### config.mk
export PLATFORM = sky130hd
export DESIGN_NAME = alu
export DESIGN_NICKNAME = d
export VERILOG_FILES = /design/src/verilog/dp_pkg.sv /design/src/verilog/isa_pkg.sv /design/src/verilog/alu.sv
export SDC_FILE = /design/constraint.sdc
export NUM_CORES = 1
export LEC_CHECK = 0
export BUFFER_PORTS_ARGS = -buffer_cell sky130_fd_sc_hd__buf_2
export CAP_MARGIN = 25
export CORE_UTILIZATION = 56
export DETAILED_ROUTE_END_ITERATION = 12
export PLACE_DENSITY_LB_ADDON = 0.3
export SLEW_MARGIN = 25
export SYNTH_ARGS = -nofsm -noshare
export SYNTH_HDL_FRONTEND = slang
export SYNTH_SLANG_ARGS = --single-unit
### constraint.sdc
create_clock -name vclk -period 6.4
set_input_delay 1.6 -clock vclk [all_inputs]
set_output_delay 1.6 -clock vclk [all_outputs]
set_load 0.05 [all_outputs]
### src/verilog/dp_pkg.sv
package dp_pkg;

   // ALU operations, A is always rs
   typedef enum logic [2:0] {
      ALU_ADD    = 3'd0,
      // B minus A
      ALU_SUB_BA = 3'd1,
      ALU_XOR    = 3'd2,
      // A and not B
      ALU_ANDN   = 3'd3,
      // A shifted left 8, or B
      ALU_SLBI   = 3'd4,
      ALU_PASS_B = 3'd5
   } alu_op_t;

   // Write-back source
   typedef enum logic {
      WB_ALU = 1'b0,
      WB_MEM = 1'b1
   } wb_sel_t;

   // Immediate selection for operand B
   typedef enum logic [2:0] {
      IMM_NONE  = 3'd0,
      IMM_SEXT5 = 3'd1,
      IMM_ZEXT5 = 3'd2,
      IMM_SEXT8 = 3'd3,
      IMM_ZEXT8 = 3'd4
   } imm_sel_t;

endpackage

### src/verilog/isa_pkg.sv
package isa_pkg;

   // Instruction and data words share one width
   localparam int INSTR_W = 16;

   // Eight architectural registers
   localparam int REG_SEL_W = 3;

   // Opcode field
   localparam int OPC_HI = 15;
   localparam int OPC_LO = 11;
   localparam int OPC_W  = OPC_HI - OPC_LO + 1;

   // Register fields
   // rt doubles as rd for I1 format
   localparam int RS_HI = 10;
   localparam int RS_LO = 8;
   localparam int RT_HI = 7;
   localparam int RT_LO = 5;
   // R-format destination
   localparam int RD_HI = 4;
   localparam int RD_LO = 2;

   // R-format function select
   localparam int FUNC_HI = 1;
   localparam int FUNC_LO = 0;
   localparam int FUNC_W  = FUNC_HI - FUNC_LO + 1;

   // Immediates sit in the low bits
   localparam int IMM5_W = 5;
   localparam int IMM8_W = 8;

   typedef enum logic [OPC_W-1:0] {
      OP_HALT  = 5'b00000,
      OP_NOP   = 5'b00001,
      OP_ADDI  = 5'b01000,
      // imm minus rs
      OP_SUBI  = 5'b01001,
      OP_XORI  = 5'b01010,
      OP_ANDNI = 5'b01011,
      OP_ST    = 5'b10000,
      OP_LD    = 5'b10001,
      OP_SLBI  = 5'b10010,
      OP_LBI   = 5'b11000,
      OP_RALU  = 5'b11011
   } opcode_t;

   // Function codes under OP_RALU
   typedef enum logic [FUNC_W-1:0] {
      FUNC_ADD  = 2'd0,
      FUNC_SUB  = 2'd1,
      FUNC_XOR  = 2'd2,
      FUNC_ANDN = 2'd3
   } func_t;

endpackage

### src/verilog/alu.sv
module alu
   import isa_pkg::*;
   import dp_pkg::*;
(
   input  logic [INSTR_W-1:0] a,
   input  logic [INSTR_W-1:0] b,
   input  alu_op_t            op,
   output logic [INSTR_W-1:0] result
);

   // Shift distance for SLBI
   localparam int BYTE_W = 8;

   always_comb begin
      case (op)
         ALU_ADD: begin
            result = a + b;
         end
         // Reversed subtract, B minus A
         ALU_SUB_BA: begin
            result = b - a;
         end
         ALU_XOR: begin
            result = a ^ b;
         end
         ALU_ANDN: begin
            result = a & ~b;
         end
         // Low byte of B fills in below shifted A
         ALU_SLBI: begin
            result = (a << BYTE_W) | b;
         end
         ALU_PASS_B: begin
            result = b;
         end
         default: begin
            result = '0;
         end
      endcase
   end

endmodule

* Word-level counts from Yosys, hierarchy flattened
Index checks and enable logic that the tools add are counted.
Word-level totals: register bits 0, output and inout bits 16, logic and storage cells 13
Cells by class: add/sub/neg operators 2, eq/ne operators 5, multiplexer cells 1, bitwise operators 4, reduce and logical (&&, ||, !) cells 1
Operators by type and width (number):
- $pmux 16 s6 | 1
- $add 16x16->16 | 1
- $and 16x16->16 | 1
- $not 16->16 | 1
- $or 16x16->16 | 1
- $sub 16x16->16 | 1
- $xor 16x16->16 | 1
- $eq 3x2->1 const B | 2
- $eq 3x3->1 const B | 2
- $eq 3x1->1 const B | 1
- $logic_not 3->1 | 1

* Depth between registers and ports, before layout
depth in word-level cells 3, gate-level depth with buffers 14, mapped depth without buffers 13

* Least setup slack after synthesis
No wires, ideal clock.
path type input-to-output, from in op[1], to out result[15], data arrival time 4.835 ns, setup slack -0.035 ns, stages on the path 13, path buffers 2, cells stage by stage clkbuf_1 nor2_1 nand2_1 clkbuf_1 o21ai_0 inv_1 ha_1 nor2b_1 o31a_1 o21ai_0 a21oi_1 xnor2_1 o21ai_0
Between the ends: word-level cells in the longest chain between the ends 2
Ends and longest elaborated chain:
- start, declared | line alu.sv:7 | input alu_op_t op,
- $eq 3x3->1, or another cell as far along | line alu.sv:15 | case (op)
- $pmux 16 s6 * | line alu.sv:15
- end, declared | line alu.sv:8 | output logic [INSTR_W-1:0] result
Every way passes the cells marked *; elsewhere a longest branch is shown, timed or not.

* Final worst setup path
from in a[1], to out result[14]
Between the ends: word-level cells in the longest chain between the ends 2
Ends and longest elaborated chain:
- start, declared | line alu.sv:5 | input logic [INSTR_W-1:0] a,
- $sub 16x16->16 / $add 16x16->16 (equally long branches) | line alu.sv:21, alu.sv:17
- $pmux 16 s6 * | line alu.sv:15
Marks and branches as above.

==> results.cfg <==
[die]
fp-row-count = 20
start_util_pct = 60.0
ios = 51
die_x_um = 59.7
die_h_um = 59.7
die_area_um2 = 3560
core_area_um2 = 3100

[cells_and_area]
design.seq.count = 0
multi_input_area_um2 = 1730
finalNetCount = 405
clock_buffers = 0
fillers = 303
seq_area_um2 = 0
stdcell_count = 379
layout-drive-gt1-share_pct = 22.1
antennaDiodeCount = 0
fin_area_um2 = 2250
area_growth_pct = 20.7

[critical_path]
crit_path_start_kind = input pin
cp_max_fo = 8
slowest_stage = ha_1
crit_required_ps = 4800
crit_arrival_ps = 4590
critPathMaxStageDelay_ps = 340
crit_type = input pin to primary output
cp_cell_sequence = buf_2 -> inv_1 -> ha_1 -> nand3b_1 -> nand2b_1 -> o21ai_0 -> xor2_1 -> ha_1 -> and3_2 -> or3_1 -> o22a_1 -> o41ai_2 -> mux2i_1 -> or3_1 -> buf_2
cp-end-kind = primary output

[power]
ir_worst_vdd_uv = 74.8
leakage_nw = 1.11
power_density_nw_per_um2 = 127

[detailed_routing]
viasPerCell = 6.01
wl_per_cell_um = 14.8
first_pass_iters = 5
drtIter0Drc = 113
drc = 0
ant_nets = 0
drt_wl_total_um = 5590
vias = 2277

[placement]
dp.cells = 379
dpl-instance-area_um2 = 2240
gp_congestion = 0.907
dp_slack_ps = 112
portBuffers = 51
dp_hpwl_um = 4660

[global_routing]
grt_pass1_wl_um = 9020
antenna_found_initial = 0
grt_usage_pct = 32.6
grt_pass1_vias = 1954
grt_start_max_net_pins = 24
overflow = 0

[timing]
tightest_slew_ps = 503
fin_tns_setup_ps = 0
min_period_ps = 6190
worst_hold_slack_ps = 3640
fmax_ghz = 0.161
fin_crit_sh_pct = 96.8
setup_viol = 0
setup_slack_ps = 208
hold_viol_final = 0
slew_headroom_pct = 66.5
slew_violations = 0

[clocking]
cts.repair.resized = 0
cts_setup_buffers = 0
cts-hold-fix-buffers = 0

[yosys]
synth_top_area_share_pct = 21.5
yosys_warnings = 0
synth-xor-area-share_pct = 10.3
syn_area_um2 = 1860
synthTopCellsByArea = ha_1 (22%), a21oi_1 (9.7%), o21ai_0 (7.0%)
synthCells = 280
synth_area_per_cell_um2 = 6.65
ys_types = 44
synth_compound_area_share_pct = 36.8
synth_top_family_by_area = compound AO/OA/AOI/OAI gates
syn-num-nets = 348
yosys.area_share.simple_pct = 22.0
synth_top_area_cell = ha_1
synthAdderAreaFrac_pct = 22.6
synth.yosys.seq_area_share_pct = 0
synthMuxAreaShare_pct = 0.538

[run]
drv_cap = 0

[outcome]
status = complete, no violations

[worst_hold_path]
hp-class = input pin to primary output
-- kinds of logic after synthesis --
logic type               after synthesis
AO/OA/AOI/OAI                        109
XOR/XNOR                              22
adder cells (fa/ha/maj)               33
buffers and inverters                 34
multiplexers                           1
AND/OR/NAND/NOR                       81
-- per-stage QoR --
stage / utilization, % / total power, mW
4_1_cts: 72.1 / 0.282
3_5_place_dp: 72.1 / 0.281
5_1_grt: 72.4 / 0.312
3_3_place_gp: 72.1 / 0.275
6_report: 72.4 / 0.286
2_1_floorplan: - / 0.205
-- Yosys cell counts, types with 3 or more instances --
cell and number:
xnor2_1 11, inv_1 21, ha_1 32, o31ai_1 3, o21ai_0 26, nand4_1 4, a21oi_1 36, nand2b_1 5
and2_1 3, nand2_1 17, nor3_1 6, xor2_1 11, o31a_1 3, nor2b_1 4, o21a_1 7, o211ai_1 5
clkbuf_1 10, nor2_1 21, o22ai_1 7, nand3b_1 4, or3_1 4, o22a_1 5, a211oi_1 3, nand3_1 5
-- cell type report --
| cell class | count | area share (%) |
|---|---|---|
| tap | 44 | 2.45 |
| inverter | 21 | 3.51 |
| timing repair buffer | 68 | 17.0 |
| multi-input combinational | 246 | 77.0 |
-- worst paths after layout --
kind | from | end | slack (ps) | cells after the start
worst min-delay path | b[6] | result[6] | 3640 | 4
worst max-delay path | a[1] | result[14] | 210 | 15
-- layer usage --
layer  wire, µm  GRT usage (%)
met5          0              0
met3        471           1.08
met2       2580           54.9
met4         45           2.99
met1       2500           47.5
-- worst max-delay path, delay by kind of cell --
family,cells,cell delay (ps)
AOI/OAI and AO/OA,3,450
xor gates and xnor gates,1,190
adders and majority gates,2,540
buffers and inverters,3,440
muxes,1,110
and+or+nand+nor,5,1250
-- where the power goes --
part	switching (mW)	leakage [nW]	total, mW	internal (mW)
combinational	0.177	1.11	0.286	0.109
sequential	0	0	0	0
clock	0	0	0	0
total	0.177	1.11	0.286	0.109
-- placed cells by master (no fill, tap or decap), types with 2 or more instances in the layout --
cell,instances
a21oi_1,36
o41ai_1,2
nor3_1,6
nand3b_1,4
nand3_1,5
nand4_1,4
o31a_1,3
buf_4,17
nor2_1,21
nand2b_1,5
o21ai_0,22
inv_1,21
o22ai_1,7
o21a_1,7
o21ai_1,4
or3_1,4
a31oi_1,2
o31ai_1,2
buf_2,51
xnor2_1,11
ha_1,32
nand2_1,17
o211ai_1,5
xor2_1,11
or2_2,2
o22a_1,5
a211oi_1,3
nor2b_1,4
o2bb2ai_1,2
and2_1,3
a21o_1,2
No activity file was read; power rests on OpenSTA's default activity.
