## src/verilog/dp_pkg.sv

```systemverilog
package dp_pkg;

   // ALU operations, A is always rs
   typedef enum logic [2:0] {
      ALU_ADD    = 3'd0,
      // B minus A
      ALU_SUB_BA = 3'd1,
      ALU_XOR    = 3'd2,
      // A and not B
      ALU_ANDN   = 3'd3,
      // A shifted left 8, or B
      ALU_SLBI   = 3'd4,
      ALU_PASS_B = 3'd5
   } alu_op_t;

   // Write-back source
   typedef enum logic {
      WB_ALU = 1'b0,
      WB_MEM = 1'b1
   } wb_sel_t;

   // Immediate selection for operand B
   typedef enum logic [2:0] {
      IMM_NONE  = 3'd0,
      IMM_SEXT5 = 3'd1,
      IMM_ZEXT5 = 3'd2,
      IMM_SEXT8 = 3'd3,
      IMM_ZEXT8 = 3'd4
   } imm_sel_t;

endpackage

```

## src/verilog/isa_pkg.sv

```systemverilog
package isa_pkg;

   // Instruction and data words share one width
   localparam int INSTR_W = 16;

   // Eight architectural registers
   localparam int REG_SEL_W = 3;

   // Opcode field
   localparam int OPC_HI = 15;
   localparam int OPC_LO = 11;
   localparam int OPC_W  = OPC_HI - OPC_LO + 1;

   // Register fields
   // rt doubles as rd for I1 format
   localparam int RS_HI = 10;
   localparam int RS_LO = 8;
   localparam int RT_HI = 7;
   localparam int RT_LO = 5;
   // R-format destination
   localparam int RD_HI = 4;
   localparam int RD_LO = 2;

   // R-format function select
   localparam int FUNC_HI = 1;
   localparam int FUNC_LO = 0;
   localparam int FUNC_W  = FUNC_HI - FUNC_LO + 1;

   // Immediates sit in the low bits
   localparam int IMM5_W = 5;
   localparam int IMM8_W = 8;

   typedef enum logic [OPC_W-1:0] {
      OP_HALT  = 5'b00000,
      OP_NOP   = 5'b00001,
      OP_ADDI  = 5'b01000,
      // imm minus rs
      OP_SUBI  = 5'b01001,
      OP_XORI  = 5'b01010,
      OP_ANDNI = 5'b01011,
      OP_ST    = 5'b10000,
      OP_LD    = 5'b10001,
      OP_SLBI  = 5'b10010,
      OP_LBI   = 5'b11000,
      OP_RALU  = 5'b11011
   } opcode_t;

   // Function codes under OP_RALU
   typedef enum logic [FUNC_W-1:0] {
      FUNC_ADD  = 2'd0,
      FUNC_SUB  = 2'd1,
      FUNC_XOR  = 2'd2,
      FUNC_ANDN = 2'd3
   } func_t;

endpackage

```

## src/verilog/instr_decode.sv

```systemverilog
module instr_decode
   import isa_pkg::*;
   import dp_pkg::*;
(
   input  logic [INSTR_W-1:0]   instr,
   output alu_op_t              alu_op,
   output imm_sel_t             imm_sel,
   // Destination register
   output logic [REG_SEL_W-1:0] wr_sel,
   output logic                 wr_reg,
   output wb_sel_t              wb_sel,
   // Data memory control
   output logic                 mem_en,
   output logic                 mem_wr,
   output logic                 halt,
   output logic                 illegal
);

   opcode_t opcode;
   func_t   func;

   assign opcode = opcode_t'(instr[OPC_HI:OPC_LO]);
   assign func   = func_t'(instr[FUNC_HI:FUNC_LO]);

   always_comb begin
      // Quiet defaults, nothing written
      alu_op  = ALU_ADD;
      imm_sel = IMM_NONE;
      wr_sel  = instr[RT_HI:RT_LO];
      wr_reg  = 1'b0;
      wb_sel  = WB_ALU;
      mem_en  = 1'b0;
      mem_wr  = 1'b0;
      halt    = 1'b0;
      illegal = 1'b0;

      case (opcode)
         OP_HALT: begin
            halt = 1'b1;
         end
         OP_NOP: begin
         end
         // I1 format, result to rt field
         OP_ADDI: begin
            imm_sel = IMM_SEXT5;
            wr_reg  = 1'b1;
         end
         OP_SUBI: begin
            alu_op  = ALU_SUB_BA;
            imm_sel = IMM_SEXT5;
            wr_reg  = 1'b1;
         end
         OP_XORI: begin
            alu_op  = ALU_XOR;
            imm_sel = IMM_ZEXT5;
            wr_reg  = 1'b1;
         end
         OP_ANDNI: begin
            alu_op  = ALU_ANDN;
            imm_sel = IMM_ZEXT5;
            wr_reg  = 1'b1;
         end
         // Address is rs plus imm5
         OP_ST: begin
            imm_sel = IMM_SEXT5;
            mem_en  = 1'b1;
            mem_wr  = 1'b1;
         end
         OP_LD: begin
            imm_sel = IMM_SEXT5;
            mem_en  = 1'b1;
            wr_reg  = 1'b1;
            wb_sel  = WB_MEM;
         end
         // I2 format, result to rs field
         OP_SLBI: begin
            alu_op  = ALU_SLBI;
            imm_sel = IMM_ZEXT8;
            wr_sel  = instr[RS_HI:RS_LO];
            wr_reg  = 1'b1;
         end
         OP_LBI: begin
            alu_op  = ALU_PASS_B;
            imm_sel = IMM_SEXT8;
            wr_sel  = instr[RS_HI:RS_LO];
            wr_reg  = 1'b1;
         end
         // R format, operands rs and rt
         OP_RALU: begin
            wr_sel = instr[RD_HI:RD_LO];
            wr_reg = 1'b1;
            case (func)
               FUNC_ADD:  alu_op = ALU_ADD;
               // rt minus rs
               FUNC_SUB:  alu_op = ALU_SUB_BA;
               FUNC_XOR:  alu_op = ALU_XOR;
               FUNC_ANDN: alu_op = ALU_ANDN;
               default:   alu_op = ALU_ADD;
            endcase
         end
         default: begin
            illegal = 1'b1;
         end
      endcase
   end

endmodule

```

## config.mk

```make
export PLATFORM = sky130hd
export DESIGN_NAME = instr_decode
export DESIGN_NICKNAME = d
export VERILOG_FILES = /design/src/verilog/dp_pkg.sv /design/src/verilog/isa_pkg.sv /design/src/verilog/instr_decode.sv
export SDC_FILE = /design/constraint.sdc
export NUM_CORES = 1
export LEC_CHECK = 0
export ABC_AREA = 1
export BUFFER_PORTS_ARGS = -buffer_cell sky130_fd_sc_hd__buf_2
export CORE_AREA = 2 2 39 41
export DETAILED_ROUTE_END_ITERATION = 10
export DIE_AREA = 0 0 41 43
export GPL_ROUTABILITY_DRIVEN = 0
export PLACE_DENSITY = 0.63
export SYNTH_ARGS = -nofsm -noshare
export SYNTH_HDL_FRONTEND = slang
export SYNTH_SLANG_ARGS = --single-unit
```

## constraint.sdc

```tcl
create_clock -name vclk -period 1.8
set_clock_uncertainty 0.15 [all_clocks]
set_input_delay 0.09 -clock vclk [all_inputs]
set_output_delay 0.09 -clock vclk [all_outputs]
set_load 0.05 [all_outputs]
```

# Word level (Yosys, flattened, before mapping)

Cells that the tools add are included.

Register bits after elaboration: 0
Latch bits: 0
Memory bits (writable): 0
Memory bits (read-only): 0
Logic and storage cells: 31
Memories kept: 0

$add $sub $neg: 0
Multipliers: 0
Divide/modulo/power cells: 0
Order comparisons: 0
Equal/unequal tests: 13
Shifts and indexed selects: 0
Multiplexer cells: 10
Bitwise operators: 0
Reduce and logical (&&, ||, !) cells: 8

Operators by type and width:

| operator                                       | count |
|---|---|
| == test 5 bit (second input constant)          | 5 |
| one-hot mux 3 bit (4 select lines)             | 2 |
| == test 5 x 4 -> 1 bit (second input constant) | 4 |
| one-hot mux 3 bit (6 select lines)             | 1 |
| OR reduction 11 bit                            | 1 |
| OR reduction 8 bit                             | 1 |
| 2-to-1 mux 1 bit                               | 6 |
| one-hot mux 3 bit (2 select lines)             | 1 |
| OR reduction 2 bit                             | 3 |
| == test 5 x 1 -> 1 bit (second input constant) | 1 |
| zero test 5 bit                                | 1 |
| == test 2 bit (second input constant)          | 2 |
| OR reduction 4 bit                             | 1 |
| == test 2 x 1 -> 1 bit (second input constant) | 1 |
| zero test 2 bit                                | 1 |

# Logic depth before layout (Yosys ltp)

Word-level depth: 3
Gate-level depth with buffers: 7
Mapped depth without buffers: 7

# Least setup slack after synthesis

OpenSTA, ideal clock, no wires.

Path kind: input to output
Start point: input instr[14]
End point: output illegal
Arrival: 1.426 ns
Data required time: 1.560 ns
Path slack: 0.134 ns
Stages on the path: 5
Cell sequence: inv_2 nor2_4 nand3_2 nand3_1 nor3_1

Cells in the longest elaborated chain, start to end: 3
Elaborated cells on any way between the ends: 13
Classes of those cells: eq/ne (10); mux (1); reduce/logical (2)

Ends and longest elaborated chain:

| what                                  | RTL line           | RTL |
|---|---|---|
| start, declared                       | instr_decode.sv:5  | `input logic [INSTR_W-1:0] instr,` |
| == test 5 bit (tied with other cells) | instr_decode.sv:37 | `case (opcode)` |
| OR reduction 11 bit (no line) (*)     | --                 |  |
| 2-to-1 mux 1 bit (*)                  | instr_decode.sv:37 |  |
| end, declared                         | instr_decode.sv:16 | `output logic illegal` |

Every way passes the cells marked *; elsewhere a longest branch is shown, timed or not.

# Worst setup path after layout

Start point: input instr[13]
End point: output wr_sel[0]

Cells in the longest elaborated chain, start to end: 3
Elaborated cells on any way between the ends: 5
Classes of those cells: eq/ne (3); mux (1); reduce/logical (1)

Ends and longest elaborated chain:

| what                                   | RTL line           | RTL |
|---|---|---|
| == test 5 bit                          | instr_decode.sv:37 |  |
| OR reduction 2 bit (no line)           | --                 |  |
| one-hot mux 3 bit (2 select lines) (*) | instr_decode.sv:37 |  |
| end, declared                          | instr_decode.sv:9  | `output logic [REG_SEL_W-1:0] wr_sel,` |

Marked as above.

==> impl_metrics.py <==
metrics = {
    "synth": {
        "yosysSeqAreaShare_pct": 0,
        "netlist_area_sq_um": 273,
        "avgSynthCellArea_sq_um": 4.96,
        "ys_warn_count": 0,
        "synth_area_leaders": "nand2_1, inv_1, nand3_2",
        "synthCells": 55,
        "synth_nets": 71,
        "synth.top_cell.area_share_pct": 20.6,
        "synth_top_area_cell": "nand2_1",
        "yosys.cell_types.count": 15,
    },
    "finish": {
        "fin_nets": 104,
        "drive_gt1_share_pct": 47.7,
        "num-clock-buffers": 0,
        "n_antenna_cell": 0,
        "seq_area_sq_um": 0,
        "area_delta_synth_final_pct": 64.2,
        "fill_cells": 166,
        "stdcell_count": 102,
        "final_util_pct": 32.4,
        "seq_cells": 0,
    },
    "clock_tree": {
        "post_cts_resize_count": 0,
        "cts_setup_buffers": 0,
        "postCtsHoldBufs": 0,
    },
    "worst_setup_path": {
        "cp-start-kind": "input pin",
        "cp-end-kind": "output pin",
        "cp.required_ps": 1560,
        "worst-path-max-fanout": 5,
        "crit_arrival_ps": 1060,
        "path_class": "in -> out",
    },
    "sta": {
        "max_slew.worst_pin.slew_ps": 350,
        "finalSetupTns_ps": 0,
        "finalWorstSetupSlack_ps": 504,
        "clock.fmax_mhz": 772,
        "setup-violations-final": 0,
        "min_period_over_period_pct": 72.0,
        "layout_min_cycle_time_ps": 1300,
        "finalMaxSlewViolations": 0,
        "hold_violations": 0,
        "worst_slew_margin_rel_pct": 76.5,
        "rsz0062_at_grt": "no",
    },
    "min_path": {
        "holdCritPathClass": "in -> out",
    },
    "grt": {
        "grt_max_degree": 8,
        "antenna_found_initial": 0,
        "track_usage_pct": 9.79,
        "grt_pass1_wl_um": 1320,
        "grt_pass1_vias": 362,
        "grt_overflow": 0,
    },
    "power": {
        "p_leak_uw": 0.000329,
        "ir_worst_vdd_uv": 98.0,
        "power_density_nw_per_um2": 305,
    },
    "floorplan": {
        "fp.dieArea_sq_um": 1760,
        "start_util_pct": 19.7,
        "row_count": 14,
        "io_pins": 31,
        "die_y_um": 43,
        "core_area_sq_um": 1380,
        "die_w_um": 41,
    },
    "placed_design": {
        "io_buffers": 31,
        "post-place-ws_ps": 506,
        "dp.final_hpwl_um": 765,
        "dpl.cell_count": 102,
    },
    "route": {
        "wire_per_inst_um": 8.43,
        "detail_route.first_pass.iterations": 4,
        "ant_nets": 0,
        "drt-total-wl_um": 860,
        "route.vias.total": 440,
        "first_iter_violations": 4,
        "viasPerCell": 4.31,
        "drc": 0,
    },
    "outcome": {
        "outcome": "finished clean",
    },
    "job": {
        "drv_cap": 0,
    },
}
[critical path, cell delays in order]
cell and delay (ps):
buf_2 130, nor2_4 160, nand3_2 170, nand2_4 130
a21oi_1 70, nand2_1 50, buf_2 250
[kinds of logic (layout without fill, tap and decap cells)]
group / Yosys count / in the layout / synth area share [%]
AND/OR/NAND/NOR: 38 / 38 / 73.9
AO/OA/AOI/OAI: 4 / 4 / 8.26
buffers and inverters: 13 / 44 / 17.9
[per-stage QoR]
| stage | hold slack (ps) | power [uW] | cell area (sq um) |
|---|---|---|---|
| 3_5_place_dp | 417 | 137 | 448 |
| 4_1_cts | 417 | 137 | 448 |
| 6_report | 415 | 137 | 448 |
| 5_1_grt | 434 | 146 | 448 |
| 3_3_place_gp | 415 | 137 | 448 |
| 2_1_floorplan | 206 | 93.5 | 273 |
[cell usage in the layout (no fill, tap or decap), drive strengths merged]
master	n
a21oi	3
buf	31
clkinv	2
inv	11
nand2	17
nand3	8
nand3b	1
nor2	10
nor3	2
o211ai	1
[cell type report]
class                           count  area, sq um  area share, %
Inverter                           13         48.8           10.9
Tap cell                           16         20.0           4.47
Multi-Input combinational cell     42          224           50.0
Timing Repair Buffer               31          155           34.6
[synthesized netlist by cell type]
master	number
inv_2	2
nand2_4	1
a21oi_1	3
clkinv_1	2
o211ai_1	1
nand3_2	3
inv_1	9
nand2_1	15
nand3b_1	1
nor3_1	2
nor2_2	1
nand3_1	5
nand2_2	1
nor2_4	2
nor2_1	7
[layer usage]
layer	global-route usage [%]	share of wire (%)
met2	17.2	43
met5	0	0
met1	13.3	45
met3	0.524	12
met4	0	0
[report_power, final]
part           switching [uW]  total, uW  internal, uW
combinational            99.7        137          36.9
clock                       0          0             0
sequential                  0          0             0
[worst paths after layout]
path | startpoint | to | cells past startpoint
max | instr[13] | wr_sel[0] | 7
min | instr[5] | wr_sel[0] | 4
Note: power is estimated with default switching activity, not from simulation.
