--- config.mk ---
export PLATFORM = sky130hd
export DESIGN_NAME = alu_operand_decode
export DESIGN_NICKNAME = d
export VERILOG_FILES = /design/src/verilog/dp_pkg.sv /design/src/verilog/isa_pkg.sv /design/src/verilog/alu_operand_decode.sv
export SDC_FILE = /design/constraint.sdc
export NUM_CORES = 1
export LEC_CHECK = 0
export ABC_AREA = 1
export BUFFER_PORTS_ARGS = -buffer_cell sky130_fd_sc_hd__buf_2
export CAP_MARGIN = 20
export CORE_UTILIZATION = 26
export DETAILED_ROUTE_END_ITERATION = 16
export GPL_TIMING_DRIVEN = 1
export PLACE_DENSITY = 0.88
export SETUP_SLACK_MARGIN = 0.05
export SLEW_MARGIN = 20
export SYNTH_ARGS = -nofsm -noshare
export SYNTH_HDL_FRONTEND = slang
export SYNTH_SLANG_ARGS = --single-unit
--- constraint.sdc ---
create_clock -name vclk -period 0.8
set_input_delay 0.04 -clock vclk [all_inputs]
set_output_delay 0.04 -clock vclk [all_outputs]
set_load 0.03 [all_outputs]
--- src/verilog/dp_pkg.sv ---
package dp_pkg;

   // ALU operations, A is always rs
   typedef enum logic [2:0] {
      ALU_ADD    = 3'd0,
      // B minus A
      ALU_SUB_BA = 3'd1,
      ALU_XOR    = 3'd2,
      // A and not B
      ALU_ANDN   = 3'd3,
      // A shifted left 8, or B
      ALU_SLBI   = 3'd4,
      ALU_PASS_B = 3'd5
   } alu_op_t;

   // Write-back source
   typedef enum logic {
      WB_ALU = 1'b0,
      WB_MEM = 1'b1
   } wb_sel_t;

   // Immediate selection for operand B
   typedef enum logic [2:0] {
      IMM_NONE  = 3'd0,
      IMM_SEXT5 = 3'd1,
      IMM_ZEXT5 = 3'd2,
      IMM_SEXT8 = 3'd3,
      IMM_ZEXT8 = 3'd4
   } imm_sel_t;

endpackage

--- src/verilog/isa_pkg.sv ---
package isa_pkg;

   // Instruction and data words share one width
   localparam int INSTR_W = 16;

   // Eight architectural registers
   localparam int REG_SEL_W = 3;

   // Opcode field
   localparam int OPC_HI = 15;
   localparam int OPC_LO = 11;
   localparam int OPC_W  = OPC_HI - OPC_LO + 1;

   // Register fields
   // rt doubles as rd for I1 format
   localparam int RS_HI = 10;
   localparam int RS_LO = 8;
   localparam int RT_HI = 7;
   localparam int RT_LO = 5;
   // R-format destination
   localparam int RD_HI = 4;
   localparam int RD_LO = 2;

   // R-format function select
   localparam int FUNC_HI = 1;
   localparam int FUNC_LO = 0;
   localparam int FUNC_W  = FUNC_HI - FUNC_LO + 1;

   // Immediates sit in the low bits
   localparam int IMM5_W = 5;
   localparam int IMM8_W = 8;

   typedef enum logic [OPC_W-1:0] {
      OP_HALT  = 5'b00000,
      OP_NOP   = 5'b00001,
      OP_ADDI  = 5'b01000,
      // imm minus rs
      OP_SUBI  = 5'b01001,
      OP_XORI  = 5'b01010,
      OP_ANDNI = 5'b01011,
      OP_ST    = 5'b10000,
      OP_LD    = 5'b10001,
      OP_SLBI  = 5'b10010,
      OP_LBI   = 5'b11000,
      OP_RALU  = 5'b11011
   } opcode_t;

   // Function codes under OP_RALU
   typedef enum logic [FUNC_W-1:0] {
      FUNC_ADD  = 2'd0,
      FUNC_SUB  = 2'd1,
      FUNC_XOR  = 2'd2,
      FUNC_ANDN = 2'd3
   } func_t;

endpackage

--- src/verilog/alu_operand_decode.sv ---
module alu_operand_decode
   import isa_pkg::*;
   import dp_pkg::*;
(
   input  logic [INSTR_W-1:0] instr,
   input  imm_sel_t           imm_sel,
   input  logic [INSTR_W-1:0] rs_val,
   input  logic [INSTR_W-1:0] rt_val,
   output logic [INSTR_W-1:0] op_a,
   output logic [INSTR_W-1:0] op_b
);

   logic [IMM5_W-1:0] imm5;
   logic [IMM8_W-1:0] imm8;

   assign imm5 = instr[IMM5_W-1:0];
   assign imm8 = instr[IMM8_W-1:0];

   // A is rs for every format
   assign op_a = rs_val;

   // B is rt or an extended immediate
   always_comb begin
      case (imm_sel)
         IMM_SEXT5: op_b = {{(INSTR_W-IMM5_W){imm5[IMM5_W-1]}}, imm5};
         IMM_ZEXT5: op_b = {{(INSTR_W-IMM5_W){1'b0}}, imm5};
         IMM_SEXT8: op_b = {{(INSTR_W-IMM8_W){imm8[IMM8_W-1]}}, imm8};
         IMM_ZEXT8: op_b = {{(INSTR_W-IMM8_W){1'b0}}, imm8};
         default:   op_b = rt_val;
      endcase
   end

endmodule

# Word-level counts from Yosys, hierarchy flattened

Cells that the tools add are included.

Bits in registers: 0
Logic and storage cells: 5

Multiplexer cells: 1
Equal/unequal tests: 4

Operators with widths:

| cell                                           | number |
|---|---|
| case mux 16 bit (4 select lines)               | 1 |
| == test 3 x 2 -> 1 bit (second input constant) | 2 |
| == test 3 x 1 -> 1 bit (second input constant) | 1 |
| == test 3 bit (second input constant)          | 1 |

# Depth between registers and ports, before layout

Gate-level depths: netlist of the first run.

Depth in word-level cells: 2
Gate-level depth with buffers: 5
Gate-level depth less buffers: 5

# Least setup slack after synthesis of the first run

OpenSTA, ideal clock, no wires.

Kind: in2out
From: input imm_sel[2]
To: output op_b[10]
Setup slack: 66 ps
Cell stages on the path: 5
Path buffers: 0
Arrival: 694 ps
Data required time: 760 ps
Cells stage by stage: inv_1 > nand4_1 > nand2_1 > inv_2 > nand2_1

Word-level cells in the longest chain between the ends: 2

RTL lines:

| element                               | RTL line                 | RTL |
|---|---|---|
| start: declaration                    | alu_operand_decode.sv:6  | `input imm_sel_t imm_sel,` |
| == test 3 bit (tied with other cells) | alu_operand_decode.sv:24 | `case (imm_sel)` |
| case mux 16 bit (4 select lines) *    | alu_operand_decode.sv:24 |  |
| end: declaration                      | alu_operand_decode.sv:10 | `output logic [INSTR_W-1:0] op_b` |

Mark *: on every way between the ends. The rest lies on a longest branch, timed or not.

# Final worst setup path of the first run

From: input imm_sel[1]
To: output op_b[15]

Same word-level chain as after synthesis.

==> impl_metrics.yaml, run 1 <==
worst_setup_path:
  critPathKind: "primary input to output pin"
  end_kind: "output pin"
  cp-endpoint: "op_b[15]"
  critPathMaxFanout: 5
  startpoint: "imm_sel[1]"
  path_buf_inv: 4
  critPathMostFrequentCell: "buf_6"
  path_depth: 7
  critPathLaunchType: "primary input"
  slowest_delay_ns: 0.19
  critPathSlowestCell: "o21ai_4"
  crit_family: "buffers and inverters"
  cp_cell_sequence: "buf_12 -> o21ai_4 -> buf_6 -> buf_16 -> nand3_2 -> nand2_2 -> buf_6"
  cp.required_ns: 0.76
  worstPathArrival_ns: 0.89
route:
  wl_mm: 1.63
  vias_per_cell: 4.88
  wl_per_cell_um: 13.2
  antenna_left: 0
  vias: 600
  drc: 0
  dr.pass1.iters: 4
  drt_iter0_drc: 4
pwr:
  leakage_nw: 0.511
  pwr-share-seq: 0
  power_frac_comb: 1.000
  p_int_w: 0.000363
  p_per_area_nw_per_um2: 821
  clkPwrFrac: 0
  p_switching_w: 0.000408
  vdd_drop_max_uv: 390
  p_sw_frac: 0.529
global_route:
  antenna_found_initial: 0
  grt_pass1_vias: 503
  grt_pass1_wl_mm: 2.17
  gr-usage-all-layers: 0.189
  grt-ovfl-total: 0
  grt_max_degree: 9
final_layout:
  layout-drive-gt1-share: 0.880
  fin_area_um2: 938
  n_clock_buffer: 0
  regArea_um2: 0
  nNetsFinal: 161
  num_antenna_cells: 0
  num-fill-cells: 131
  synthToLayoutAreaGrowth_pct: 135
  design.seq.count: 0
  fin_cells: 123
floorplan:
  die_w_um: 41.2
  die_area_um2: 1700
  rows: 13
  coreArea_um2: 1370
  start_util: 0.292
  die_height_um: 41.2
  pin_count: 83
place:
  pre_cts_ws_ns: -0.170
  dpl_cell_area_um2: 552
  io_buffers: 43
  dp.cells: 117
  gp_congestion: 0.659
synth:
  synth_largest_area_cell: "buf_4"
  netlist_area_um2: 399
  synth_warnings: 0
  yosysSeqAreaShare: 0
  synth_top_area_share: 0.301
  synth_cell_type_count: 12
  netlist_instances: 70
  avgSynthCellArea_um2: 5.70
  synth_area_leaders: "buf_4 (30%), nand3_1 (24%), nand2_1 (23%)"
  synth_nets: 121
run:
  cap_violations: 0
sta:
  rsz0062_at_grt: "true"
  drv_slew: 0
  finalSetupViolations: 16
  worstMarginPinSlew_ns: 0.178
  finalHoldViolations: 0
  fin_crit_sh: 1.16
  max-slew-margin-rel: 0.881
  fin_crit_ns: 0.925
  max_clock_freq_mhz: 1080
  setup_ws_ns: -0.125
hold_path:
  hp-class: "primary input to output pin"
cts:
  cts.hold.buffers_added: 0
outcome:
  failed_checks: "negative setup slack"
  status: "finished with violations"
## routing by layer
layer / GRT usage / wire [µm] / up-vias
met1: 0.190 / 486 / 278
li1: - / - / 292
met5: 0 / 0 / -
met4: 0.0887 / 41 / 0
met3: 0.0109 / 93 / 4
met2: 0.383 / 1010 / 26
## what timing repair did
action	4_1_cts	5_1_grt
setup buffers	4	2
gates resized for setup	62	34
setup endpoints to repair	16	16
pin swaps	12	8
cloned	1	0
## layout by cell type, fill, tap and decap left out
cell type  count
buf_12         2
buf_16         1
buf_2         24
buf_4          6
buf_6         23
clkinv_4       2
clkinv_8       1
nand2_1        9
nand2_2       13
nand2_4        3
nand3_1        2
nand3_2       16
nand3_4        2
nand4_1        2
nor2_4         1
o21ai_4        1
## how the worst min path moves through the flow
stage,endpoint,cells after the start,slack (ns),start
final,op_a[0],0,0.08,rs_val[0]
after floorplan,op_a[0],1,0.21,rs_val[0]
after global routing,op_a[14],0,0.08,rs_val[14]
after global placement,op_a[12],0,0.08,rs_val[12]
after CTS,op_a[12],0,0.08,rs_val[12]
after detailed placement,op_a[12],0,0.08,rs_val[12]
## layout make-up
type	count	area (µm²)	area share
inverters	3	33.8	0.0360
multi-input cells	49	394	0.420
well taps	15	18.8	0.0200
repair buffers	56	492	0.524
## metrics by stage
step	hold slack (ns)	power, W	setup TNS, ns	utilization
2_1_floorplan	0.212	0.000450	0	-
5_1_grt	0.0800	0.000819	-2.03	0.687
6_report	0.0800	0.000770	-1.16	0.687
4_1_cts	0.0802	0.000698	-0.966	0.603
3_5_place_dp	0.0802	0.000488	-2.25	0.404
3_3_place_gp	0.0802	0.000481	-1.66	0.404
## cells by family (layout without fill, tap and decap cells)
| logic type | Yosys count | after routing | synth area share |
|---|---|---|---|
| AO/OA/AOI/OAI | 1 | 1 | 0.0408 |
| buffers and inverters | 21 | 59 | 0.395 |
| AND/OR/NAND/NOR | 48 | 48 | 0.564 |
## cells in the mapped netlist
master   count
buf_8        1
inv_1        2
buf_4       16
nand3_2      1
nand3_1     19
nand2_1     24
nor2_2       1
nand4_1      2
buf_6        1
nand2_4      1
o21ai_4      1
inv_2        1
## power groups by stage
stage	sequential (W)	combinational, W	clock (W)
2_1_floorplan	0	0.000450	0
3_3_place_gp	0	0.000481	0
3_5_place_dp	0	0.000488	0
4_1_cts	0	0.000698	0
5_1_grt	0	0.000819	0
6_report	0	0.000770	0
Power figures use the tool's default switching activity.
==> run 2: changes to the inputs <==
--- a/config.mk
+++ b/config.mk
@@ -8,10 +8,11 @@
 export ABC_AREA = 1
 export BUFFER_PORTS_ARGS = -buffer_cell sky130_fd_sc_hd__buf_2
 export CAP_MARGIN = 20
-export CORE_UTILIZATION = 26
+export CORE_MARGIN = 5
+export CORE_UTILIZATION = 28
 export DETAILED_ROUTE_END_ITERATION = 16
 export GPL_TIMING_DRIVEN = 1
-export PLACE_DENSITY = 0.88
+export PLACE_DENSITY = 0.93
 export SETUP_SLACK_MARGIN = 0.05
 export SLEW_MARGIN = 20
 export SYNTH_ARGS = -nofsm -noshare
==> constraint.sdc (replaced) <==
create_clock -name vclk -period 1.1
set_input_delay 0.055 -clock vclk [all_inputs]
set_output_delay 0.055 -clock vclk [all_outputs]
set_load 0.03 [all_outputs]
==> impl_metrics.yaml, run 2 (synthesized netlist as in run 1, its figures left out) <==
outcome:
  status: "finished, final reports clean"
run:
  cap_violations: 0
final_layout:
  regArea_um2: 0
  nNetsFinal: 155
  final_cell_mix: "buf_2 (42), nand2_1 (23), nand3_1 (19)"
  num-fill-cells: 142
  synthToLayoutAreaGrowth_pct: 39.5
  layout-drive-gt1-share: 0.559
  fin_cells: 117
  num_antenna_cells: 0
  final_core_util: 0.423
  final_common_cell: "buf_2"
  design.seq.count: 0
  n_clock_buffer: 0
route:
  route.met3.wl_um: 176
  wirelength_met1_um: 446
  drt_iter0_drc: 2
  dr.pass1.iters: 4
  highest_layer: "met3"
  dr_wl_met2_um: 748
  wl_per_cell_um: 11.7
  vias_per_cell: 4.63
  drc: 0
  wl_mm: 1.37
  vias: 542
  antenna_left: 0
global_route:
  grt_pass1_wl_mm: 1.79
  antenna_found_initial: 0
  grt_pass1_vias: 459
  gr-usage-all-layers: 0.102
  grt-ovfl-total: 0
  grt_max_degree: 19
worst_setup_path:
  critPathLaunchType: "primary input"
  cp.required_ns: 1.04
  worstPathArrival_ns: 0.92
  startpoint: "imm_sel[0]"
  end_kind: "output pin"
  slowest_delay_ns: 0.18
  cp_cell_sequence: "buf_2 -> nor2_2 -> nand2_4 -> buf_4 -> nand3_1 -> nand2_1 -> buf_2"
  critPathKind: "primary input to output pin"
  critPathMostFrequentCell: "buf_2"
  critPathMaxFanout: 7
  critPathSlowestCell: "buf_2"
  cp-endpoint: "op_b[15]"
place:
  dp.final_hpwl_mm: 1.12
  gp_congestion: 0.668
  io_buffers: 43
  dp.cells: 111
sta:
  drv_slew: 0
  fin_setup_tns_ns: 0
  finalSetupViolations: 0
  rsz0062_at_grt: "false"
  fin_crit_sh: 0.886
  worstMarginPinSlew_ns: 0.180
  finalHoldViolations: 0
  fin_crit_ns: 0.975
  max_clock_freq_mhz: 1030
  max-slew-margin-rel: 0.879
floorplan:
  die_height_um: 47.8
  start_util: 0.303
  die_w_um: 47.8
  die_area_um2: 2280
  rows: 13
  pin_count: 83
  coreArea_um2: 1320
hold_path:
  hold_depth: 0
  hp-class: "primary input to output pin"
pwr:
  leakage_nw: 0.381
  vdd_drop_max_uv: 236
  p_per_area_nw_per_um2: 649
[run 2: cell types whose count changed in the layout (fill, tap and decap cells not counted), sizes merged]
cell | previous run | this run
clkbuf | 0 | 1
buf | 56 | 49
inv | 0 | 3
clkinv | 3 | 0
[run 2: how the worst min path moves through the flow]
| stage | startpoint | endpoint | slack (ns) |
|---|---|---|---|
| 2_1_floorplan | rs_val[0] | op_a[0] | 0.24 |
| 3_3_place_gp | rs_val[1] | op_a[1] | 0.11 |
| 3_5_place_dp | rs_val[1] | op_a[1] | 0.11 |
| 4_1_cts | rs_val[1] | op_a[1] | 0.11 |
| 5_1_grt | rs_val[5] | op_a[5] | 0.11 |
| 6_report | rs_val[0] | op_a[0] | 0.11 |
[run 2: where the power goes]
part	internal, W	total [W]	switching [W]
Clock	0	0	0
Sequential	0	0	0
Combinational	0.000132	0.000361	0.000229
Total	0.000132	0.000361	0.000229
[run 2: routing by layer]
layer,GRT usage,up-vias
met5,0,-
met4,0.00538,0
met3,0.0150,0
met2,0.211,34
met1,0.110,230
li1,-,278
[run 2: repair_timing]
action / CTS / global route
hold buffers: 0 / 0
gates resized for setup: 1 / 2
setup endpoints to repair: 1 / 15
setup buffers: 0 / 6
pin swaps: 0 / 3
endpoints found under the hold margin: 0 / 0
[run 2: cell type report]
type / count / area (µm²) / area share
multi-input combinational: 49 / 244 / 0.438
timing repair buffer: 50 / 283 / 0.508
tap: 15 / 18.8 / 0.0337
inverter: 3 / 11.3 / 0.0202
[run 2: per-stage QoR]
step           area [µm²]  setup slack (ns)  hold WS (ns)  power, W
2_1_floorplan         399             0.336         0.242  0.000327
3_3_place_gp          507            0.0848         0.110  0.000335
3_5_place_dp          507            0.0537         0.110  0.000344
4_1_cts               509            0.0577         0.110  0.000346
5_1_grt               557            0.0480         0.110  0.000387
6_report              557             0.125         0.110  0.000361
[run 2: critical path, delay by kind of cell]
kind | cells | cell delay [ns]
simple gates | 4 | 0.38
buf+inv | 3 | 0.48
