### src/verilog/isa_pkg.sv
package isa_pkg;

   // Instruction and data words share one width
   localparam int INSTR_W = 16;

   // Eight architectural registers
   localparam int REG_SEL_W = 3;

   // Opcode field
   localparam int OPC_HI = 15;
   localparam int OPC_LO = 11;
   localparam int OPC_W  = OPC_HI - OPC_LO + 1;

   // Register fields
   // rt doubles as rd for I1 format
   localparam int RS_HI = 10;
   localparam int RS_LO = 8;
   localparam int RT_HI = 7;
   localparam int RT_LO = 5;
   // R-format destination
   localparam int RD_HI = 4;
   localparam int RD_LO = 2;

   // R-format function select
   localparam int FUNC_HI = 1;
   localparam int FUNC_LO = 0;
   localparam int FUNC_W  = FUNC_HI - FUNC_LO + 1;

   // Immediates sit in the low bits
   localparam int IMM5_W = 5;
   localparam int IMM8_W = 8;

   typedef enum logic [OPC_W-1:0] {
      OP_HALT  = 5'b00000,
      OP_NOP   = 5'b00001,
      OP_ADDI  = 5'b01000,
      // imm minus rs
      OP_SUBI  = 5'b01001,
      OP_XORI  = 5'b01010,
      OP_ANDNI = 5'b01011,
      OP_ST    = 5'b10000,
      OP_LD    = 5'b10001,
      OP_SLBI  = 5'b10010,
      OP_LBI   = 5'b11000,
      OP_RALU  = 5'b11011
   } opcode_t;

   // Function codes under OP_RALU
   typedef enum logic [FUNC_W-1:0] {
      FUNC_ADD  = 2'd0,
      FUNC_SUB  = 2'd1,
      FUNC_XOR  = 2'd2,
      FUNC_ANDN = 2'd3
   } func_t;

endpackage

### src/verilog/reg_file.sv
module reg_file
   import isa_pkg::*;
(
   input  logic                 clk,
   input  logic                 rst,
   // Read ports
   input  logic [REG_SEL_W-1:0] rd_sel1,
   input  logic [REG_SEL_W-1:0] rd_sel2,
   // Write port
   input  logic [REG_SEL_W-1:0] wr_sel,
   input  logic [INSTR_W-1:0]   wr_data,
   input  logic                 wr,
   output logic [INSTR_W-1:0]   rd_data1,
   output logic [INSTR_W-1:0]   rd_data2
);

   localparam int NUM_REGS = 2 ** REG_SEL_W;

   logic [INSTR_W-1:0] regs [NUM_REGS];

   // Write lands on the edge
   // Reads below see it next cycle
   always_ff @(posedge clk) begin
      if (rst) begin
         for (int i = 0; i < NUM_REGS; i++) begin
            regs[i] <= '0;
         end
      end else if (wr) begin
         regs[wr_sel] <= wr_data;
      end
   end

   // Asynchronous reads
   // No bypass here, since the write data depends on these reads
   assign rd_data1 = regs[rd_sel1];
   assign rd_data2 = regs[rd_sel2];

endmodule
### config.mk
export PLATFORM = sky130hd
export DESIGN_NAME = reg_file
export DESIGN_NICKNAME = d
export VERILOG_FILES = /design/src/verilog/isa_pkg.sv /design/src/verilog/reg_file.sv
export SDC_FILE = /design/constraint.sdc
export NUM_CORES = 1
export LEC_CHECK = 0
export BUFFER_PORTS_ARGS = -buffer_cell sky130_fd_sc_hd__buf_4
export CAP_MARGIN = 20
export CORE_AREA = 2 2 117 142
export CTS_BUF_LIST = sky130_fd_sc_hd__clkbuf_16
export DETAILED_ROUTE_END_ITERATION = 8
export DIE_AREA = 0 0 119 144
export GPL_ROUTABILITY_DRIVEN = 1
export PLACE_DENSITY = 0.66
export SYNTH_ARGS = -nofsm -noshare
export SYNTH_HDL_FRONTEND = slang
export SYNTH_SLANG_ARGS = --single-unit
### constraint.sdc
create_clock -name clk -period 2.6 [get_ports clk]
set_input_delay 0.13 -clock clk [delete_from_list [all_inputs] [get_ports clk]]
set_output_delay 0.13 -clock clk [all_outputs]
set_load 0.05 [all_outputs]
### Word-level counts from Yosys, hierarchy flattened

Memory sizes are Yosys's and may differ from the RTL's.
Index checks and enable logic that the tools add are counted.

| cells by class | value |
|---|---|
| multiplexer cells | 8 |
| reduce and logical (&&, ||, !) cells | 1 |

Operator list:

| operator | count |
|---|---|
| two-way mux 16 bit | 1 |
| OR reduction 16 bit | 1 |
| two-way mux 1 bit | 6 |
| two-way mux 3 bit | 1 |

| storage, ports and cells | value |
|---|---|
| register bits after elaboration | 0 |
| bits in writable memories | 128 |
| output and inout port bits | 32 |
| logic and storage cells | 10 |
| memories | 1 |

Memories:

| name | words | bits a word | rd ports | clocked after Yosys merged registers in | wr ports | line | text |
|---|---|---|---|---|---|---|---|
| regs | 8 | 16 | 2 | 0 | 8 | reg_file.sv:19 | `logic [INSTR_W-1:0] regs [NUM_REGS];` |

### Logic depth before layout (Yosys ltp)

Gate-level depths: netlist (run 1).

| depth | value |
|---|---|
| word-level depth | 5 |
| depth in mapped cells | 5 |

### Worst setup path before layout (run 1)

Ideal clock, no wire load.

| timing path | value |
|---|---|
| path type | in2reg |
| from | in wr_sel[1] |
| to | mem regs[4][0], enable pin |
| arrival time | 1.756 ns |
| setup slack | 0.452 ns |
| stages | 5 |
| path through | or3b_1 > clkbuf_1 > buf_6 > buf_4 > o21bai_1 |

RTL lines:

| what | line | text |
|---|---|---|
| from (decl) | reg_file.sv:10 | `input logic [REG_SEL_W-1:0] wr_sel,` |
| to (decl) | reg_file.sv:19 |  |

==> flow_summary.json, run 1 <==
{
  "grt_pass1_vias": 4577,
  "antenna_found_initial": 0,
  "largest_reg_flops": 128,
  "cpPeakStageDelay_ns": 0.61,
  "path_clk_slew_ns": 0.05,
  "firstDrtPassIters": 5,
  "grt_overflow": 0,
  "cts_resized": 0,
  "diodes": 0,
  "place_inst": 668,
  "path_class": "reg -> out",
  "finalCriticalPeriod_ns": 2.02,
  "wl_microns": 16900,
  "drv_cap": 0,
  "fin_nets": 503,
  "post-route-cell-area_sq_um": 8090,
  "drtIter0Drc": 333,
  "drcViolationCount": 0,
  "grt_usage": 0.208,
  "ys_ff_latch": 128,
  "grt_first_pass_wirelength_microns": 26200,
  "hold_class": "in -> reg",
  "yosysSeqAreaShare": 0.549,
  "finalNonFillerCells": 700,
  "run_status": "finished, final reports clean",
  "avgSynthCellArea_sq_um": 16.3,
  "hold_depth": 3,
  "postPlaceCellArea_sq_um": 7530,
  "max-vdd-ir-drop_uv": 438,
  "endpoint_kind": "output pin",
  "power_density_nw_per_um2": 697,
  "worstPathArrival_ns": 1.89,
  "drive_gt1_frac": 0.318,
  "slew_headroom": 0.508,
  "synth.distinct_cells": 21,
  "holdBufCountCts": 0,
  "cp_max_fo": 2,
  "post_cts_buffers": 0,
  "route.vias.total": 4227,
  "core_sq_um": 15900,
  "setup_viol": 0,
  "synth_top_area_frac": 0.549,
  "cts_tree": "built",
  "yosysWarnings": 0,
  "htree_levels": 4,
  "grt_max_degree": 68,
  "min_to": "regs[1][15]",
  "worst_pin_slew_ns": 0.737,
  "power_mw": 5.63,
  "wl_per_cell_microns": 24.2,
  "rsz0062_at_grt": "no",
  "critPathRequiredTime_ns": 2.47,
  "clock.fmax_mhz": 495,
  "tns_ns": 0,
  "rows": 51,
  "dieArea_sq_um": 17100,
  "numCtsBuffers": 17,
  "root_buffer": "clkbuf_16",
  "globalplace.congestion": 0.727,
  "pre_cts_ws_ns": 0.641,
  "start_util": 0.441,
  "synth_cells": 430,
  "via_per_inst": 6.04,
  "crit_chain": "mux4_4, mux2_2, buf_4",
  "syn_to_final_growth_pct": 15.5,
  "ios": 60,
  "syn-num-nets": 458,
  "synthTopCellsByArea": "edfxtp_1, mux4_1, nor3_1",
  "layout_setup_ws_ns": 0.581,
  "yosys.area.top_type": "edfxtp_1",
  "hpwl_microns": 9850,
  "drv_slew": 0,
  "synthesis.area_sq_um": 7000,
  "chipWidth_microns": 119,
  "hold_viol": 0,
  "cts_sinks": 128,
  "critPathLaunchType": "register",
  "io_buffers": 59,
  "ant_nets": 0,
  "critical_path.slowest_cell": "mux4_4",
  "largestRegisters": "regs x128",
  "min_period_over_period": 0.776,
  "holdCritStartpoint": "wr_data[15]",
  "regMostFlops": "regs",
  "p_leak_nw": 2.76,
  "clock_path_buffers": 2,
  "die_height_microns": 144
}
power breakdown:
part / switching [mW] / total (mW) / internal (mW)
clock: 0.838 / 2.22 / 1.38
combinational: 0.587 / 0.952 / 0.365
sequential: 0.0568 / 2.46 / 2.40
critical path, delay by kind of cell (launching register included):
family	cells	cell delay (ns)
buffers and inverters	1	0.19
flip-flops	1	0.39
multiplexers	2	0.90
synthesized netlist by cell type:
master / count
buf_1: 6
nor3_2: 6
or3b_1: 1
clkbuf_8: 5
clkbuf_2: 1
nand2b_1: 2
o21bai_1: 8
mux4_4: 1
buf_6: 10
clkinv_1: 16
mux4_1: 56
nor3_1: 122
or2_2: 1
mux4_2: 7
nand3b_1: 1
buf_4: 1
nand2_1: 1
buf_2: 1
clkbuf_1: 24
edfxtp_1: 128
mux2_2: 32
logic make-up (layout without fill, tap and decap cells):
group	after synthesis	after routing	share of synthesized area
AO/OA/AOI/OAI	8	8	0.00858
buffers and inverters	64	122	0.0531
flip-flops	128	128	0.549
multiplexers	96	96	0.288
AND/OR/NAND/NOR	134	134	0.101
layout make-up:
type                            instances  area [sq um]
Tap cell                              212           265
Inverter                               16          60.1
Clock buffer                           17           425
Multi-Input combinational cell        238          2810
Sequential cell                       128          3840
Fill cell                            1313          7800
Timing Repair Buffer                   74           556
Clock inverter                         15           130
cell usage in the layout, fill, tap and decap left out:
cell type / netlist / final
bufinv_16: 0 / 2
clkinv_4: 0 / 1
inv_1: 0 / 3
or2_2: 1 / 1
o21bai_2: 0 / 6
nor3_1: 122 / 122
mux2_2: 32 / 32
nand2b_1: 2 / 2
clkinv_2: 0 / 4
edfxtp_1: 128 / 128
nand2_1: 1 / 1
or3b_2: 0 / 1
mux4_2: 7 / 7
clkinv_1: 16 / 18
o21bai_1: 8 / 2
mux4_1: 56 / 56
mux4_4: 1 / 1
clkinvlp_4: 0 / 3
buf_4: 1 / 74
clkbuf_16: 0 / 17
nand3b_1: 1 / 1
nor3_2: 6 / 6
routing by layer:
metal  GRT usage  vias to the layer above  part of all wire
li1            -                     1890                 -
met1       0.246                     2184              0.40
met2       0.371                      130              0.53
met3      0.0450                       23             0.054
met4      0.0821                        0             0.019
met5           0                        -                 0
metrics by stage:
step | hold WS (ns) | util
after floorplan | 0.459 | -
after global placement | 0.608 | 0.474
after detailed placement | 0.613 | 0.474
after CTS | 0.185 | 0.509
after global routing | 0.195 | 0.509
final | 0.196 | 0.509
how the worst max path moves through the flow:
stage	end	slack, ns	from	depth (start not counted)
floorplan	regs[4][0]	0.45	wr_sel[1]	5
global placement	rd_data1[15]	0.67	rd_sel1[0]	4
detailed placement	rd_data1[15]	0.64	rd_sel1[0]	4
CTS	rd_data1[15]	0.56	regs[0][15]	3
global route	rd_data1[15]	0.52	regs[4][15]	3
finish	rd_data1[15]	0.58	regs[0][15]	3
(Power assumes the default switching activity.)
==> inputs of run 2 (changes only) <==
ABC_AREA = 1   (was default)
CORE_AREA = 2 2 122 147   (was 2 2 117 142)
DIE_AREA = 0 0 124 149   (was 0 0 119 144)
clock period = 1.87 ns   (was 2.6 ns; I/O delays follow)
==> run 2 against run 1 <==
Compared with the run above:
- clock power increased by 28%
- final area is 8.8% higher
- setup slack worse by 0.27 ns
- highest routed layer unchanged
- final cell count up 89%
- first-iteration DRC count increased by 120%
- largest power group unchanged
- wire length up 34%
- combinational power up 55%
- die area increased by 7.8%
- critical path depth grew 4
- core utilization up 0.11 points
- hold slack lost 0.091 ns
==> flow_summary.json, run 2 <==
{
  "numCtsBuffers": 17,
  "tns_ns": 0,
  "yosysSeqAreaShare": 0.510,
  "max-vdd-ir-drop_uv": 499,
  "avgSynthCellArea_sq_um": 7.30,
  "power_density_nw_per_um2": 878,
  "cpPeakStageDelay_ns": 0.38,
  "via_per_inst": 5.21,
  "wl_per_cell_microns": 17.1,
  "path_clk_slew_ns": 0.06,
  "hold_viol": 0,
  "wl_microns": 22700,
  "clock.fmax_mhz": 641,
  "min_to": "regs[2][14]",
  "syn-num-nets": 1060,
  "ant_nets": 0,
  "fin_nets": 1118,
  "rows": 53,
  "drcViolationCount": 0,
  "critical_path.slowest_cell": "edfxtp_1",
  "grt_first_pass_wirelength_microns": 35200,
  "syn_to_final_growth_pct": 16.8,
  "power_mw": 7.72,
  "route.vias.total": 6890,
  "regMostFlops": "regs",
  "core_sq_um": 17200,
  "hold_class": "in -> reg",
  "setup_viol": 0,
  "die_height_microns": 149,
  "yosys_most_used_dff": "edfxtp_1",
  "io_buffers": 59,
  "final.fill_count": 1699,
  "hold_depth": 3,
  "critPathRequiredTime_ns": 1.78,
  "start_util": 0.437,
  "cts_tree": "built",
  "firstDrtPassIters": 5,
  "crit_chain": "inv_1, nand2_1, nand3_1, nand2_1, nand2_1, nand2_1, buf_4",
  "rsz0062_at_grt": "no",
  "run_status": "finished, final reports clean",
  "path_class": "reg -> out",
  "drtIter0Drc": 741,
  "grt_usage": 0.257,
  "holdBufCountCts": 0,
  "chipWidth_microns": 124,
  "slew_headroom": 0.723,
  "postPlaceCellArea_sq_um": 8290,
  "worst_pin_slew_ns": 0.415,
  "diodes": 0,
  "dieArea_sq_um": 18500,
  "final_cell_mix": "nand2_1, inv_1, nor2_1, nand3_1, edfxtp_1",
  "drive_gt1_frac": 0.121,
  "globalplace.congestion": 0.897,
  "worstPathArrival_ns": 1.47,
  "grt_pass1_vias": 6455,
  "synth_edf_count": 128,
  "cp_max_fo": 2,
  "p_leak_nw": 4.50,
  "path_buf_inv": 2,
  "post_cts_buffers": 0,
  "grt_max_degree": 65,
  "hpwl_microns": 14800,
  "clock_path_buffers": 2,
  "cts_sinks": 128,
  "async_reset_ff_frac": 0,
  "synth_common_cells": "nand2_1, inv_1, nor2_1",
  "critPathTopFamily": "simple AND/OR/NAND/NOR gates",
  "synthesis.area_sq_um": 7530,
  "synth_cells": 1032,
  "min_period_over_period": 0.835,
  "yosysWarnings": 0,
  "yosysMostFrequentCell": "nand2_1",
  "ios": 60,
  "cp_common_cell": "nand2_1",
  "holdCritStartpoint": "wr_data[14]",
  "drv_cap": 0,
  "finalCriticalPeriod_ns": 1.56,
  "cts_resized": 0,
  "mostFrequentLayoutCell": "nand2_1",
  "yosys.area.top_type": "edfxtp_1",
  "post-route-cell-area_sq_um": 8790,
  "largestRegisters": "regs x128",
  "critPathLaunchType": "register",
  "ys_ff_latch": 128,
  "antenna_found_initial": 0,
  "drv_slew": 0,
  "htree_levels": 4,
  "root_buffer": "clkbuf_16",
  "synthTopCellsByArea": "edfxtp_1, nand2_1, nand3_1",
  "endpoint_kind": "output pin",
  "largest_reg_flops": 128,
  "grt_overflow": 0,
  "synth_top_area_frac": 0.510,
  "synth.distinct_cells": 13
}
==> run 2: cell count changes after synthesis, sizes merged, moves of 64 or more <==
cell,change
mux4,-64
nand2,+433
inv,+155
nor3,-128
nand3,+128
nor2,+133
==> run 2: routing by layer <==
layer	vias to the layer above	part of all wire	global-route usage	wire (microns)
met5	-	0	0	0
met4	0	0.026	0.0989	589
met3	51	0.079	0.0447	1800
met2	358	0.47	0.410	10700
met1	3197	0.42	0.350	9560
li1	3284	-	-	-
==> run 2: logic make-up (layout without fill, tap and decap cells) <==
group         after synthesis  after routing  share of synthesized area
flops                     128            128                      0.510
simple gates              695            695                      0.373
buf+inv                   209            280                      0.116
==> run 2: area by class of cell <==
| type | count | area, sq um | area share |
|---|---|---|---|
| Clock buffer | 17 | 425 | 0.0484 |
| Clock inverter | 15 | 83.8 | 0.00953 |
| Inverter | 155 | 582 | 0.0662 |
| Multi-Input combinational cell | 695 | 2810 | 0.320 |
| Sequential cell | 128 | 3840 | 0.437 |
| Tap cell | 220 | 275 | 0.0313 |
| Timing Repair Buffer | 93 | 773 | 0.0879 |
==> run 2: worst max-delay path by stage <==
| stage | startpoint | endpoint | slack [ns] | cells after the start |
|---|---|---|---|---|
| floorplan | rst | regs[0][0] | 0.45 | 6 |
| global placement | rst | regs[5][12] | 0.46 | 7 |
| detailed placement | rst | regs[5][10] | 0.45 | 7 |
| CTS | regs[3][6] | rd_data2[6] | 0.32 | 7 |
| global route | regs[2][5] | rd_data1[5] | 0.23 | 7 |
| finish | regs[3][6] | rd_data2[6] | 0.31 | 7 |
==> run 2: worst min-delay path: cells and delay by family <==
kind,cells,cell delay [ns]
buffers and inverters,2,0.19
and+or+nand+nor,1,0.12
==> run 2: stage by stage <==
step                 util  hold slack [ns]  instances  setup slack (ns)
finish              0.510            0.104       1323             0.309
global route        0.510            0.108       1323             0.226
CTS                 0.510            0.101       1323             0.321
detailed placement  0.481            0.524       1291             0.450
global placement    0.481            0.517       1291             0.463
floorplan               -            0.382       1032             0.448
==> run 2: power by group <==
| group | switching [mW] | total, mW | leakage, nW | internal, mW |
|---|---|---|---|---|
| clock network | 1.20 | 2.85 | 0.262 | 1.65 |
| registers | 0.0543 | 3.39 | 1.23 | 3.34 |
| logic | 1.06 | 1.48 | 3.01 | 0.421 |
| total | 2.31 | 7.72 | 4.50 | 5.41 |
